==> config.mk <==
export PLATFORM = sky130hd
export DESIGN_NAME = scc
export DESIGN_NICKNAME = d
export VERILOG_FILES = /design/src/design/scc_pkg.sv /design/src/design/scc.sv /design/src/design/scc_irq.sv /design/src/design/scc_rx.sv /design/src/design/scc_tx.sv /design/src/design/scc_regs.sv
export SDC_FILE = /design/constraint.sdc
export NUM_CORES = 1
export LEC_CHECK = 0
export BUFFER_PORTS_ARGS = -buffer_cell sky130_fd_sc_hd__buf_2
export CAP_MARGIN = 20
export CORE_MARGIN = 3
export CORE_UTILIZATION = 55
export DETAILED_ROUTE_END_ITERATION = 7
export PLACE_DENSITY = 0.75
export SETUP_SLACK_MARGIN = 0.5
export SLEW_MARGIN = 5
export SYNTH_ARGS = -nofsm -noshare
export SYNTH_HDL_FRONTEND = slang
export SYNTH_SLANG_ARGS = --single-unit
==> constraint.sdc <==
create_clock -name clk -period 3.75 [get_ports clk]
set_input_delay 0.1875 -clock clk [delete_from_list [all_inputs] [get_ports clk]]
set_output_delay 0.1875 -clock clk [all_outputs]
set_load 0.03 [all_outputs]
==> src/design/scc_pkg.sv <==
`default_nettype none

package scc_pkg;

	// one data or register byte
	typedef logic [7:0] byte_t;
	// indirect register pointer, bit 3 comes from point high
	typedef logic [3:0] reg_index_t;
	// wr13:wr12 baud divisor, one bit lasts this value plus two clocks
	typedef logic [15:0] time_const_t;

	// command field of wr0, bits 5:3
	typedef enum logic [2:0] {
		cmd_null        = 3'b000,
		cmd_point_high  = 3'b001,
		cmd_reset_ext   = 3'b010,
		cmd_rx_int_next = 3'b100,
		cmd_reset_tx_ip = 3'b101,
		cmd_reset_ius   = 3'b111
	} wr0_cmd_e;

	// frame position, shared by serializer and deserializer
	typedef enum logic [1:0] {
		st_idle,
		st_start,
		st_data,
		st_stop
	} ser_state_e;

	// channel configuration decoded from the write registers
	typedef struct packed {
		// wr3 bit 0
		logic rx_en;
		// wr5 bit 3
		logic tx_en;
		// wr1 bits 4:3, 01 first char, 10 every char
		logic [1:0] rx_int_mode;
		// wr1 bits 1 and 0
		logic tx_ie;
		logic ext_ie;
		// wr15 bit 3
		logic dcd_ie;
		// wr9 bit 3, master interrupt enable
		logic mie;
		time_const_t time_const;
	} chan_ctrl_t;

	// single clock strobes from bus accesses
	typedef struct packed {
		logic chan_reset;
		logic reset_ext;
		logic reset_tx_ip;
		logic rx_int_next;
		logic data_write;
		logic data_read;
	} chan_cmd_t;

	// pending sources as seen in rr3
	typedef struct packed {
		logic rx;
		logic tx;
		logic ext;
	} irq_pend_t;

	// rr0 bit positions
	localparam int unsigned RR0_RX_AVAIL = 0;
	localparam int unsigned RR0_TX_EMPTY = 2;
	localparam int unsigned RR0_DCD = 3;

endpackage

`default_nettype wire
==> src/design/scc.sv <==
`timescale 1ns/100ps
`default_nettype none

module scc #(
	parameter int unsigned SYNC_STAGES = 2
) (
	input wire clk,
	input wire reset_hw,
	// cpu bus, single cycle strobe
	input wire i_cs,
	input wire i_we,
	input wire i_rs,
	input wire scc_pkg::byte_t i_wdata,
	output scc_pkg::byte_t o_rdata,
	output logic o_irq_n,
	// serial line and modem pins
	input wire i_rxd,
	output logic o_txd,
	output logic o_rts,
	input wire i_dcd
);

	scc_pkg::chan_ctrl_t ctrl;
	scc_pkg::chan_cmd_t cmd;
	scc_pkg::irq_pend_t pend;
	scc_pkg::byte_t tx_data;
	scc_pkg::byte_t rx_data;
	logic tx_req;
	logic tx_ack;
	logic tx_empty;
	logic rx_valid;
	logic rx_avail;
	logic dcd_status;

	scc_regs u_regs (
		.clk(clk),
		.reset_hw(reset_hw),
		.i_cs(i_cs),
		.i_we(i_we),
		.i_rs(i_rs),
		.i_wdata(i_wdata),
		.i_rx_valid(rx_valid),
		.i_rx_data(rx_data),
		.i_tx_ack(tx_ack),
		.i_tx_empty(tx_empty),
		.i_pend(pend),
		.i_dcd_status(dcd_status),
		.o_rdata(o_rdata),
		.o_ctrl(ctrl),
		.o_cmd(cmd),
		.o_tx_req(tx_req),
		.o_tx_data(tx_data),
		.o_rx_avail(rx_avail),
		.o_rts(o_rts)
	);

	scc_tx u_tx (
		.clk(clk),
		.reset_hw(reset_hw),
		.i_ctrl(ctrl),
		.i_cmd(cmd),
		.i_tx_req(tx_req),
		.i_tx_data(tx_data),
		.o_tx_ack(tx_ack),
		.o_tx_empty(tx_empty),
		.o_txd(o_txd)
	);

	scc_rx #(
		.SYNC_STAGES(SYNC_STAGES)
	) u_rx (
		.clk(clk),
		.reset_hw(reset_hw),
		.i_ctrl(ctrl),
		.i_cmd(cmd),
		.i_rxd(i_rxd),
		.o_rx_valid(rx_valid),
		.o_rx_data(rx_data)
	);

	scc_irq u_irq (
		.clk(clk),
		.reset_hw(reset_hw),
		.i_ctrl(ctrl),
		.i_cmd(cmd),
		.i_rx_avail(rx_avail),
		.i_tx_empty(tx_empty),
		.i_dcd(i_dcd),
		.o_pend(pend),
		.o_dcd_status(dcd_status),
		.o_irq_n(o_irq_n)
	);

endmodule

`default_nettype wire

==> src/design/scc_irq.sv <==
`timescale 1ns/100ps
`default_nettype none

module scc_irq (
	input wire clk,
	input wire reset_hw,
	input wire scc_pkg::chan_ctrl_t i_ctrl,
	input wire scc_pkg::chan_cmd_t i_cmd,
	input wire i_rx_avail,
	input wire i_tx_empty,
	input wire i_dcd,
	output scc_pkg::irq_pend_t o_pend,
	output logic o_dcd_status,
	output logic o_irq_n
);

	logic first_q;
	logic rx_pend_q;
	logic tx_pend_q;
	logic ext_pend_q;
	logic tx_prev;
	logic latch_open;
	logic dcd_latch;
	logic rx_cond;
	logic tx_rise;
	logic do_latch;

	// mode 10 every char, mode 01 only the first after arming
	assign rx_cond = i_ctrl.rx_en & i_rx_avail &
		((i_ctrl.rx_int_mode == 2'b10) | ((i_ctrl.rx_int_mode == 2'b01) & first_q));
	assign tx_rise = i_tx_empty & ~tx_prev;
	// an enabled dcd change closes the open latch
	assign do_latch = latch_open & i_ctrl.dcd_ie & (i_dcd != dcd_latch);

	always_ff @(posedge clk or posedge reset_hw) begin
		if (reset_hw) begin
			first_q <= 1'b1;
			rx_pend_q <= 1'b0;
		end else if (i_cmd.chan_reset) begin
			first_q <= 1'b1;
			rx_pend_q <= 1'b0;
		end else begin
			// rx_int_next rearms first-char mode
			if (i_cmd.rx_int_next) begin
				first_q <= 1'b1;
			end else if (i_cmd.data_read) begin
				first_q <= 1'b0;
			end
			rx_pend_q <= rx_cond;
		end
	end

	// tx pending is an edge latch on the end of a frame
	always_ff @(posedge clk or posedge reset_hw) begin
		if (reset_hw) begin
			tx_prev <= 1'b1;
			tx_pend_q <= 1'b0;
		end else begin
			tx_prev <= i_tx_empty;
			if (i_cmd.chan_reset || i_cmd.data_write || i_cmd.reset_tx_ip || !i_ctrl.tx_en) begin
				tx_pend_q <= 1'b0;
			end else if (tx_rise && i_ctrl.tx_ie) begin
				tx_pend_q <= 1'b1;
			end
		end
	end

	// latch follows dcd while open and freezes on a change
	always_ff @(posedge clk or posedge reset_hw) begin
		if (reset_hw) begin
			latch_open <= 1'b1;
			dcd_latch <= 1'b0;
			ext_pend_q <= 1'b0;
		end else if (i_cmd.chan_reset || i_cmd.reset_ext) begin
			latch_open <= 1'b1;
			dcd_latch <= i_dcd;
			ext_pend_q <= 1'b0;
		end else begin
			if (latch_open) begin
				dcd_latch <= i_dcd;
			end
			if (do_latch) begin
				latch_open <= 1'b0;
				ext_pend_q <= ext_pend_q | i_ctrl.ext_ie;
			end
		end
	end

	assign o_pend = '{rx: rx_pend_q, tx: tx_pend_q, ext: ext_pend_q};
	assign o_dcd_status = i_ctrl.dcd_ie ? dcd_latch : i_dcd;
	assign o_irq_n = ~(i_ctrl.mie & (rx_pend_q | tx_pend_q | ext_pend_q));

	// master enable in wr9 masks all sources regardless of pending state
	a_mie_mask: assert property (@(posedge clk) disable iff (reset_hw)
		!i_ctrl.mie |-> o_irq_n);

endmodule

`default_nettype wire

==> src/design/scc_rx.sv <==
`timescale 1ns/100ps
`default_nettype none

module scc_rx #(
	// two stages minimum
	parameter int unsigned SYNC_STAGES = 2
) (
	input wire clk,
	input wire reset_hw,
	input wire scc_pkg::chan_ctrl_t i_ctrl,
	input wire scc_pkg::chan_cmd_t i_cmd,
	input wire i_rxd,
	output logic o_rx_valid,
	output scc_pkg::byte_t o_rx_data
);

	logic [SYNC_STAGES-1:0] sync_q;
	logic rxd_s;
	logic rxd_prev;
	scc_pkg::ser_state_e state;
	logic [16:0] bit_cnt;
	logic [16:0] reload;
	logic [16:0] half;
	logic [2:0] bit_idx;
	scc_pkg::byte_t shreg;
	logic bit_end;

	assign rxd_s = sync_q[SYNC_STAGES-1];
	assign reload = {1'b0, i_ctrl.time_const} + 17'd1;
	// half a period after the edge lands in the middle of the start bit
	assign half = {2'b00, i_ctrl.time_const[15:1]};
	assign bit_end = (bit_cnt == '0);

	// rxd is asynchronous, line idles high
	always_ff @(posedge clk or posedge reset_hw) begin
		if (reset_hw) begin
			sync_q <= '1;
			rxd_prev <= 1'b1;
		end else begin
			sync_q <= {sync_q[SYNC_STAGES-2:0], i_rxd};
			rxd_prev <= rxd_s;
		end
	end

	always_ff @(posedge clk or posedge reset_hw) begin
		if (reset_hw) begin
			state <= scc_pkg::st_idle;
			bit_cnt <= '0;
			bit_idx <= '0;
			o_rx_valid <= 1'b0;
		end else if (i_cmd.chan_reset || !i_ctrl.rx_en) begin
			state <= scc_pkg::st_idle;
			bit_cnt <= '0;
			bit_idx <= '0;
			o_rx_valid <= 1'b0;
		end else begin
			o_rx_valid <= 1'b0;
			if (state != scc_pkg::st_idle) begin
				bit_cnt <= bit_end ? reload : bit_cnt - 17'd1;
			end
			case (state)
				scc_pkg::st_idle: begin
					// falling edge, possible start bit
					if (rxd_prev && !rxd_s) begin
						bit_cnt <= half;
						state <= scc_pkg::st_start;
					end
				end
				scc_pkg::st_start: begin
					if (bit_end) begin
						// high at mid-bit means a glitch, not a start
						bit_idx <= '0;
						state <= rxd_s ? scc_pkg::st_idle : scc_pkg::st_data;
					end
				end
				scc_pkg::st_data: begin
					if (bit_end) begin
						bit_idx <= bit_idx + 3'd1;
						if (bit_idx == 3'd7) begin
							state <= scc_pkg::st_stop;
						end
					end
				end
				scc_pkg::st_stop: begin
					if (bit_end) begin
						// framing error drops the character
						o_rx_valid <= rxd_s;
						state <= scc_pkg::st_idle;
					end
				end
				default: state <= scc_pkg::st_idle;
			endcase
		end
	end

	// shift in from the top so the first bit ends up in bit 0
	always_ff @(posedge clk) begin
		if (state == scc_pkg::st_data && bit_end) begin
			shreg <= {rxd_s, shreg[7:1]};
		end
	end

	assign o_rx_data = shreg;

	a_valid_pulse: assert property (@(posedge clk) disable iff (reset_hw)
		o_rx_valid |=> !o_rx_valid);

endmodule

`default_nettype wire

==> src/design/scc_tx.sv <==
`timescale 1ns/100ps
`default_nettype none

module scc_tx (
	input wire clk,
	input wire reset_hw,
	input wire scc_pkg::chan_ctrl_t i_ctrl,
	input wire scc_pkg::chan_cmd_t i_cmd,
	input wire i_tx_req,
	input wire scc_pkg::byte_t i_tx_data,
	output logic o_tx_ack,
	output logic o_tx_empty,
	output logic o_txd
);

	scc_pkg::ser_state_e state;
	logic [16:0] bit_cnt;
	logic [16:0] reload;
	logic [2:0] bit_idx;
	scc_pkg::byte_t shreg;
	logic bit_end;
	logic accept;
	logic launch;

	// one bit is time constant + 2 clocks, counted down to zero
	assign reload = {1'b0, i_ctrl.time_const} + 17'd1;
	assign bit_end = (bit_cnt == '0);
	// take the byte, then start once the request has dropped
	assign accept = (state == scc_pkg::st_idle) & i_tx_req & ~o_tx_ack & i_ctrl.tx_en;
	assign launch = (state == scc_pkg::st_idle) & o_tx_ack & ~i_tx_req;
	assign o_tx_empty = (state == scc_pkg::st_idle) & ~o_tx_ack & ~i_tx_req;

	always_ff @(posedge clk or posedge reset_hw) begin
		if (reset_hw) begin
			state <= scc_pkg::st_idle;
			o_tx_ack <= 1'b0;
			o_txd <= 1'b1;
			bit_cnt <= '0;
			bit_idx <= '0;
		end else if (i_cmd.chan_reset) begin
			state <= scc_pkg::st_idle;
			o_tx_ack <= 1'b0;
			o_txd <= 1'b1;
			bit_cnt <= '0;
			bit_idx <= '0;
		end else begin
			if (accept) begin
				o_tx_ack <= 1'b1;
			end
			if (state != scc_pkg::st_idle) begin
				bit_cnt <= bit_end ? reload : bit_cnt - 17'd1;
			end
			case (state)
				scc_pkg::st_idle: begin
					if (launch) begin
						o_tx_ack <= 1'b0;
						o_txd <= 1'b0;
						bit_cnt <= reload;
						state <= scc_pkg::st_start;
					end
				end
				scc_pkg::st_start: begin
					if (bit_end) begin
						o_txd <= shreg[0];
						bit_idx <= '0;
						state <= scc_pkg::st_data;
					end
				end
				scc_pkg::st_data: begin
					if (bit_end) begin
						if (bit_idx == 3'd7) begin
							o_txd <= 1'b1;
							state <= scc_pkg::st_stop;
						end else begin
							// lsb first
							o_txd <= shreg[bit_idx + 3'd1];
							bit_idx <= bit_idx + 3'd1;
						end
					end
				end
				scc_pkg::st_stop: begin
					if (bit_end) begin
						state <= scc_pkg::st_idle;
					end
				end
				default: state <= scc_pkg::st_idle;
			endcase
		end
	end

	always_ff @(posedge clk) begin
		if (accept) begin
			shreg <= i_tx_data;
		end
	end

	// line rests at mark between frames
	a_idle_mark: assert property (@(posedge clk) disable iff (reset_hw)
		(state == scc_pkg::st_idle) |-> o_txd);

endmodule

`default_nettype wire

==> src/design/scc_regs.sv <==
`timescale 1ns/100ps
`default_nettype none

module scc_regs (
	input wire clk,
	input wire reset_hw,
	input wire i_cs,
	input wire i_we,
	input wire i_rs,
	input wire scc_pkg::byte_t i_wdata,
	input wire i_rx_valid,
	input wire scc_pkg::byte_t i_rx_data,
	input wire i_tx_ack,
	input wire i_tx_empty,
	input wire scc_pkg::irq_pend_t i_pend,
	input wire i_dcd_status,
	output scc_pkg::byte_t o_rdata,
	output scc_pkg::chan_ctrl_t o_ctrl,
	output scc_pkg::chan_cmd_t o_cmd,
	output logic o_tx_req,
	output scc_pkg::byte_t o_tx_data,
	output logic o_rx_avail,
	output logic o_rts
);

	logic ctl_acc;
	logic ctl_wr;
	logic wr0_wr;
	logic data_wr;
	logic data_rd;
	logic chan_reset;
	scc_pkg::wr0_cmd_e wr0_cmd;
	scc_pkg::reg_index_t rindex;
	scc_pkg::reg_index_t rindex_pend;
	scc_pkg::chan_ctrl_t ctrl_q;
	scc_pkg::byte_t wr15_q;
	scc_pkg::byte_t rx_data_q;
	scc_pkg::byte_t tx_data_q;
	logic rx_avail_q;
	logic tx_req_q;
	scc_pkg::byte_t rr0;
	scc_pkg::byte_t rr1;
	scc_pkg::byte_t rr3;

	// rs low is the control port, high the data port
	assign ctl_acc = i_cs & ~i_rs;
	assign ctl_wr = ctl_acc & i_we;
	assign wr0_wr = ctl_wr & (rindex == 4'd0);
	assign data_wr = i_cs & i_we & i_rs;
	assign data_rd = i_cs & ~i_we & i_rs;
	assign wr0_cmd = scc_pkg::wr0_cmd_e'(i_wdata[5:3]);
	// wr9 bits 7:6 of 10 or 11 both reset channel a
	assign chan_reset = ctl_wr & (rindex == 4'd9) & i_wdata[7];

	always_comb begin
		o_cmd = '0;
		o_cmd.chan_reset = chan_reset;
		o_cmd.data_write = data_wr;
		o_cmd.data_read = data_rd;
		if (wr0_wr) begin
			case (wr0_cmd)
				scc_pkg::cmd_reset_ext: o_cmd.reset_ext = 1'b1;
				scc_pkg::cmd_rx_int_next: o_cmd.rx_int_next = 1'b1;
				scc_pkg::cmd_reset_tx_ip: o_cmd.reset_tx_ip = 1'b1;
				// no under-service chain here, reset ius is a no-op
				scc_pkg::cmd_reset_ius: ;
				default: ;
			endcase
		end
	end

	// wr0 loads the next pointer, any other control access returns it to 0
	always_ff @(posedge clk or posedge reset_hw) begin
		if (reset_hw) begin
			rindex_pend <= '0;
		end else if (ctl_acc) begin
			if (wr0_wr) begin
				rindex_pend <= {wr0_cmd == scc_pkg::cmd_point_high, i_wdata[2:0]};
			end else begin
				rindex_pend <= '0;
			end
		end
	end

	// pointer moves only between accesses so read data stays put while cs is held
	always_ff @(posedge clk or posedge reset_hw) begin
		if (reset_hw) begin
			rindex <= '0;
		end else if (!i_cs) begin
			rindex <= rindex_pend;
		end
	end

	// write registers, time constant survives a channel reset
	always_ff @(posedge clk or posedge reset_hw) begin
		if (reset_hw) begin
			ctrl_q <= '0;
			wr15_q <= '0;
		end else if (chan_reset) begin
			ctrl_q <= '{time_const: ctrl_q.time_const, default: '0};
			wr15_q <= '0;
		end else if (ctl_wr) begin
			case (rindex)
				4'd1: begin
					ctrl_q.rx_int_mode <= i_wdata[4:3];
					ctrl_q.tx_ie <= i_wdata[1];
					ctrl_q.ext_ie <= i_wdata[0];
				end
				4'd3: ctrl_q.rx_en <= i_wdata[0];
				4'd5: ctrl_q.tx_en <= i_wdata[3];
				4'd9: ctrl_q.mie <= i_wdata[3];
				4'd12: ctrl_q.time_const[7:0] <= i_wdata;
				4'd13: ctrl_q.time_const[15:8] <= i_wdata;
				4'd15: begin
					wr15_q <= i_wdata;
					ctrl_q.dcd_ie <= i_wdata[3];
				end
				default: ;
			endcase
		end
	end

	// a new byte overwrites one still waiting
	always_ff @(posedge clk or posedge reset_hw) begin
		if (reset_hw) begin
			rx_avail_q <= 1'b0;
		end else if (chan_reset) begin
			rx_avail_q <= 1'b0;
		end else if (i_rx_valid) begin
			rx_avail_q <= 1'b1;
		end else if (data_rd) begin
			rx_avail_q <= 1'b0;
		end
	end

	always_ff @(posedge clk) begin
		if (i_rx_valid) begin
			rx_data_q <= i_rx_data;
		end
	end

	// four-phase request towards the transmitter
	always_ff @(posedge clk or posedge reset_hw) begin
		if (reset_hw) begin
			tx_req_q <= 1'b0;
		end else if (chan_reset) begin
			tx_req_q <= 1'b0;
		end else if (tx_req_q && i_tx_ack) begin
			tx_req_q <= 1'b0;
		end else if (data_wr && i_tx_empty) begin
			tx_req_q <= 1'b1;
		end
	end

	always_ff @(posedge clk) begin
		if (data_wr && i_tx_empty) begin
			tx_data_q <= i_wdata;
		end
	end

	always_comb begin
		rr0 = '0;
		rr0[scc_pkg::RR0_RX_AVAIL] = rx_avail_q;
		rr0[scc_pkg::RR0_TX_EMPTY] = i_tx_empty;
		rr0[scc_pkg::RR0_DCD] = i_dcd_status;
	end

	// all sent
	assign rr1 = {7'd0, i_tx_empty};
	assign rr3 = {2'b00, i_pend.rx, i_pend.tx, i_pend.ext, 3'b000};

	always_comb begin
		if (i_rs) begin
			o_rdata = rx_data_q;
		end else begin
			case (rindex)
				4'd0: o_rdata = rr0;
				4'd1: o_rdata = rr1;
				4'd3: o_rdata = rr3;
				4'd12: o_rdata = ctrl_q.time_const[7:0];
				4'd13: o_rdata = ctrl_q.time_const[15:8];
				4'd15: o_rdata = wr15_q;
				default: o_rdata = '0;
			endcase
		end
	end

	assign o_ctrl = ctrl_q;
	assign o_tx_req = tx_req_q;
	assign o_tx_data = tx_data_q;
	assign o_rx_avail = rx_avail_q;
	// rts tracks a waiting character
	assign o_rts = rx_avail_q;

	// request only withdrawn once the transmitter has answered
	a_req_hold: assert property (@(posedge clk) disable iff (reset_hw)
		$fell(tx_req_q) |-> ($past(i_tx_ack) || $past(chan_reset)));

	// a byte written while a frame is in flight is lost
	a_wr_busy: assert property (@(posedge clk) disable iff (reset_hw)
		data_wr |-> i_tx_empty)
		else $warning("data write while transmitter busy, byte dropped");

endmodule

`default_nettype wire

### Yosys cells after proc, flatten, opt, wreduce, memory -nomap -nowiden

Cells that the tools add are included.

* register bits: 131
* latch bits: 0
* bits in writable memories: 0
* bits in read-only memories: 0
* output and inout bits: 11
* memories: 0

* $add $sub $neg: 5
* multipliers: 0
* divide/modulo/power cells: 0
* magnitude comparators: 1
* equality and inequality tests: 33
* shift-type cells: 0
* multiplexer cells: 86
* bitwise logic cells: 34
* reductions and logical operators: 47

Operator list (count)
* 2-to-1 mux 17 bit: 10
* 2-to-1 mux 24 bit: 2
* 2-to-1 mux 8 bit: 6
* one-hot mux 8 bit (6 select lines): 1
* 2-to-1 mux 1 bit: 38
* zero test 17 bit: 2
* subtractor 17 x 1 -> 17 bit (second input constant): 2
* 2-to-1 mux 2 bit: 13
* 2-to-1 mux 3 bit: 8
* AND 1 bit: 23
* nonzero test 2 bit: 11
* adder 16 x 1 -> 17 bit (second input constant): 1
* == test 4 bit (second input constant): 4
* one-hot mux 2 bit (4 select lines): 2
* inequality test 3 x 1 -> 1 bit (second input constant): 5
* inequality test 3 x 2 -> 1 bit (second input constant): 5
* nonzero test 3 bit: 5
* == test 3 bit (second input constant): 4
* one-hot mux 3 bit (2 select lines): 2
* == test 2 bit (second input constant): 5
* AND reduction 2 bit: 5
* AND reduction 5 bit: 2
* AND reduction 3 bit: 3
* 2-to-1 mux 4 bit: 2
* other kinds (21): 45

### Depth between registers and ports, before layout

* depth in word-level cells: 9
* depth in mapped cells: 9
* gate-level depth less buffers: 8

### Hierarchy

From an unflattened synthesis, not the netlist that was laid out.

* cells, all modules: 718
* area, all modules: 7452.1 um^2

By module, submodules not included
* scc_regs: instances 1, cells each 211, area each 2666.3 um^2, seq. area each 1531.5 um^2
* scc_rx: instances 1, cells each 240, area each 2255.9 um^2, seq. area each 894.6 um^2
* scc_tx: instances 1, cells each 236, area each 2195.9 um^2, seq. area each 842.1 um^2
* scc_irq: instances 1, cells each 31, area each 334.1 um^2, seq. area each 178.9 um^2

### Least setup slack after synthesis

Ideal clock, no wire load.

* kind: register to register
* start point: reg u_rx.bit_cnt[9]
* end point: reg u_rx.shreg[0], in the netlist u_rx.o_rx_data[0] (enable)
* arrival time: 2179 ps
* path slack: 1201 ps
* stages on the path, launching flop included: 7
* path buffers: 1
* period minus slack after synthesis: 2549 ps
* path through: dfrtp_1 -> or4_1 -> nor4_1 -> and3_1 -> clkbuf_1 -> nand2_1 -> nor2_1

* longest elaborated chain between the ends: 2

Ends and longest elaborated chain
* start: declaration: RTL line scc_rx.sv:21 `logic [16:0] bit_cnt;`
* start signal: assignment: RTL line scc_rx.sv:59 `bit_cnt <= bit_end ? reload : bit_cnt - 17'd1;`
* start signal: assignment: RTL line scc_rx.sv:65 `bit_cnt <= half;`
* zero test 17 bit: RTL line scc_rx.sv:32 `assign bit_end = (bit_cnt == '0);`
* logical AND 1 bit: RTL line scc_rx.sv:98 `if (state == scc_pkg::st_data && bit_end) begin`
* end signal: assignment: RTL line scc_rx.sv:99 `shreg <= {rxd_s, shreg[7:1]};`
* end: declaration: RTL line scc_rx.sv:25 `scc_pkg::byte_t shreg;`

Every way passes these cells.
A chain may end at the register's enable or synchronous reset.

### Worst setup path after layout

* start point: reg u_tx.state[1]
* end point: out o_rdata[0]

* longest elaborated chain between the ends: 5

Ends and longest elaborated chain
* start: declaration: RTL line scc_tx.sv:16 `scc_pkg::ser_state_e state;`
* start signal: assignment: RTL line scc_tx.sv:35 `state <= scc_pkg::st_idle;`
* start signal: assignment: RTL line scc_tx.sv:41 `state <= scc_pkg::st_idle;`
* start signal: assignment: RTL line scc_tx.sv:59 `state <= scc_pkg::st_start;`
* zero test 2 bit: RTL line scc_tx.sv:31 `assign o_tx_empty = (state == scc_pkg::st_idle) & ~o_tx_ack & ~i_tx_req;`
* AND 1 bit (2 in a row): RTL line scc_tx.sv:31
* one-hot mux 8 bit (6 select lines): RTL line scc_regs.sv:176 `case (rindex)`
* 2-to-1 mux 8 bit: RTL line scc_regs.sv:173 `if (i_rs) begin`
* end: declaration: RTL line scc.sv:14 `output scc_pkg::byte_t o_rdata,`

Every way passes these cells.

==> results.toml <==
[clock_tree]
cts_sinks = 131
cts_buffers = 17
clk_pin_slew_ns = 0.06
clockRootBuffer = "clkbuf_16"
post_cts_buffers = 0
clockBufferDepth = 2
clock_latency_ns = 0.43
cts_tree = "yes"
cts_htree_levels = 4

[logic_synthesis]
synth_seq_area_share_pct = 49.4
yosys.area.top_type_share_pct = 33.0
ys_ff_latch = 131
synth_area_sq_um = 6980
ys.flop_type = "dfrtp_1"
yosysWarnings = 0
synth_top_area_cell = "dfrtp_1"
syn_area_per_cell_sq_um = 10.0
syn-num-nets = 725
synth_area_leaders = "dfrtp_1, edfxtp_1, mux2_2"
synth.distinct_cells = 63
synthArstFlopShare_pct = 75.6
synthCells = 696
synth_edf_count = 32

[global_route]
grt_usage_pct = 26.7
grt_max_degree = 58
grt_pass1_vias = 5677
grt_pass1_wl_um = 29600
grt_overflow = 0
antenna_found_initial = 0

[job]
maxCapViolations = 0

[drt]
vias = 5675
drc = 0
routed_wl_um = 17800
drtIter0Drc = 549
wire_per_inst_um = 19.9
firstDrtPassIters = 5
drtAntennaViolNets = 0
via_per_inst = 6.33

[cells_and_area]
diodes = 0
final_cell_area_sq_um = 7910
mostFrequentLayoutCells = "dfrtp_1, nand2_1, nor2_1"
multi_input_area_sq_um = 3320
drive_gt1_share_pct = 15.5
final_common_cell = "dfrtp_1"
syn_to_final_growth_pct = 13.3
fin_util_pct = 64.7
regArea_sq_um = 3450
n_fill_cell = 985
nNetsFinal = 744

[timing]
hold_viol = 0
tns_ns = 0
post-route-period-util_pct = 80.6
fmax_mhz = 331
period_needed_ns = 3.02
worstMarginPinSlew_ns = 1.07
rsz0062_at_grt = "no"
skew_ns = 0.00711
slew_headroom_pct = 28.4
finalSetupViolCount = 0
maxSlewViolCount = 0

[floorplan]
std_cell_rows = 40
start_util_pct = 57.1
die_x_um = 119
core_sq_um = 12200
io_pins = 26
die_area_sq_um = 14100
die_y_um = 119

[placement]
portBuffers = 25
dpl-instance-area_sq_um = 7230
place_congestion = 0.909
dp_hpwl_um = 12000

[critical_path]
crit_chain = "inv_1 -> ha_2 -> or3b_2 -> nor2_1 -> a21oi_1 -> o21ai_0 -> a22oi_1 -> o21ai_0 -> buf_2"
critical_path_arrival_ns = 2.83
crit_buf_inv = 2
path_common_cell = "o21ai_0"
worst_setup_path_end_kind = "primary output"
worst_path_max_delay_cell = "or3b_2"
cp.required_ns = 3.56
worst_path_dominant_cell_family = "simple AND/OR/NAND/NOR gates"
cp_max_fo = 14
cp-start-kind = "flip-flop"
worstSetupPathType = "reg2out"
cpPeakStageDelay_ns = 0.55

[power]
internal_power_uw = 3280
total_power_uw = 4730
p_leak_uw = 0.00338
clockPowerShare_pct = 38.3
p_seq_share_pct = 38.6
p_sw_share_pct = 30.7
power_switching_uw = 1450
power_frac_comb_pct = 23.1
ir_worst_vdd_v = 0.000459
powerDensity_nw_per_um2 = 599

[status]
status = "completed"

[worst_hold_path]
hold_class = "in2reg"
## cells by family after synthesis
logic type               count (synthesis)  share of synthesized area (%)
AO/OA/AOI/OAI                          163                           15.5
XOR/XNOR                                31                           3.89
adder cells (fa/ha/maj)                 14                           2.51
buffers and inverters                   54                           3.09
flip-flops                             131                           49.4
multiplexers                            50                           8.00
AND/OR/NAND/NOR                        253                           17.6
## sequential cells by signal, summed over array words and instances, names as in the netlist, 2 cells and up
register            flops
u_regs.wr15_q           8
u_regs.o_tx_data        8
u_tx.bit_idx            3
u_rx.state              2
u_regs.rx_data_q        8
u_rx.o_rx_data          8
u_regs.rindex           4
u_tx.bit_cnt           17
u_tx.shreg              8
u_regs.o_ctrl          24
u_regs.rindex_pend      4
u_tx.state              2
u_rx.bit_cnt           17
u_rx.bit_idx            3
u_rx.sync_q             2
## power by group through the flow
stage / registers [uW] / logic [uW] / clock network, uW
after global placement: 1830 / 1020 / 0
after floorplan: 1790 / 835 / 0
after CTS: 1820 / 1070 / 1830
after global routing: 1850 / 1230 / 1900
final: 1830 / 1090 / 1810
after detailed placement: 1840 / 1060 / 0
## path summary, 6_finish.rpt
kind                                  startpoint  cells after the start                   to  slack, ns
worst max-delay path               u_tx.state[1]                      9           o_rdata[0]       0.73
worst min-delay path                  i_wdata[6]                      1  u_regs.o_tx_data[6]       0.02
worst max register to register  u_tx.bit_cnt[11]                      6     u_tx.bit_cnt[10]       0.93
worst min register to register    u_rx.sync_q[0]                      0       u_rx.sync_q[1]       0.37
max in group asynchronous               reset_hw                      4       u_rx.sync_q[1]       2.44
min in group asynchronous               reset_hw                      3      u_tx.bit_idx[0]       0.43
## timing repair
action                                 CTS  global route
setup endpoints to repair                0            13
hold buffers                             2             0
gates resized for setup                  0             3
endpoints found under the hold margin   52             0
## layout make-up
cell class / count / area share [%]
sequential: 131 / 43.6
inverter: 18 / 0.886
timing repair buffer: 36 / 2.69
clock buffer: 22 / 5.87
multi-input combinational: 511 / 42.0
clock inverter: 10 / 2.26
tap: 168 / 2.66
## cell usage after synthesis (3+ instances only)
cell type	n
dfrtp_1	92
nand2_1	76
nor2_1	62
o21ai_0	38
a21oi_1	32
edfxtp_1	32
clkbuf_1	28
mux2_2	26
a211oi_1	23
nor3_1	23
mux2i_1	22
nand3_1	22
inv_1	18
xor2_1	18
ha_1	14
a22o_1	13
xnor2_1	13
nor4_1	10
a22oi_1	9
and3_1	9
and2_1	8
nand4_1	8
dfstp_2	7
o22ai_1	7
a31oi_1	6
nand2b_1	6
or3_1	6
o31ai_1	5
or4_1	5
a21o_1	4
buf_2	4
nor2b_1	4
o211ai_1	4
a32o_1	3
buf_1	3
or3b_2	3
## worst register-to-register path, cell delays in order (launching register included)
cell and delay [ns]:
dfrtp_1 0.44, or4_1 0.66, nor4b_1 0.41, a21oi_1 0.39, nor2_2 0.49, a22oi_1 0.16, a21oi_1 0.19
## through the flow
step                setup WS (ns)  std cells  hold slack (ns)
finish                      0.728        896           0.0246
global route                0.520        896           0.0123
floorplan                   0.984        696            0.192
detailed placement          0.770        862            0.296
CTS                         0.603        896           0.0228
global placement            0.847        862            0.294
## metal layers
layer	track usage (%)	up-vias	part of all wire, %
met5	0	-	0
met4	9.70	0	2.7
met3	7.61	48	8.1
met2	42.0	250	48
met1	35.3	2781	41
li1	-	2596	-
Note: power is estimated with default switching activity, not from simulation.
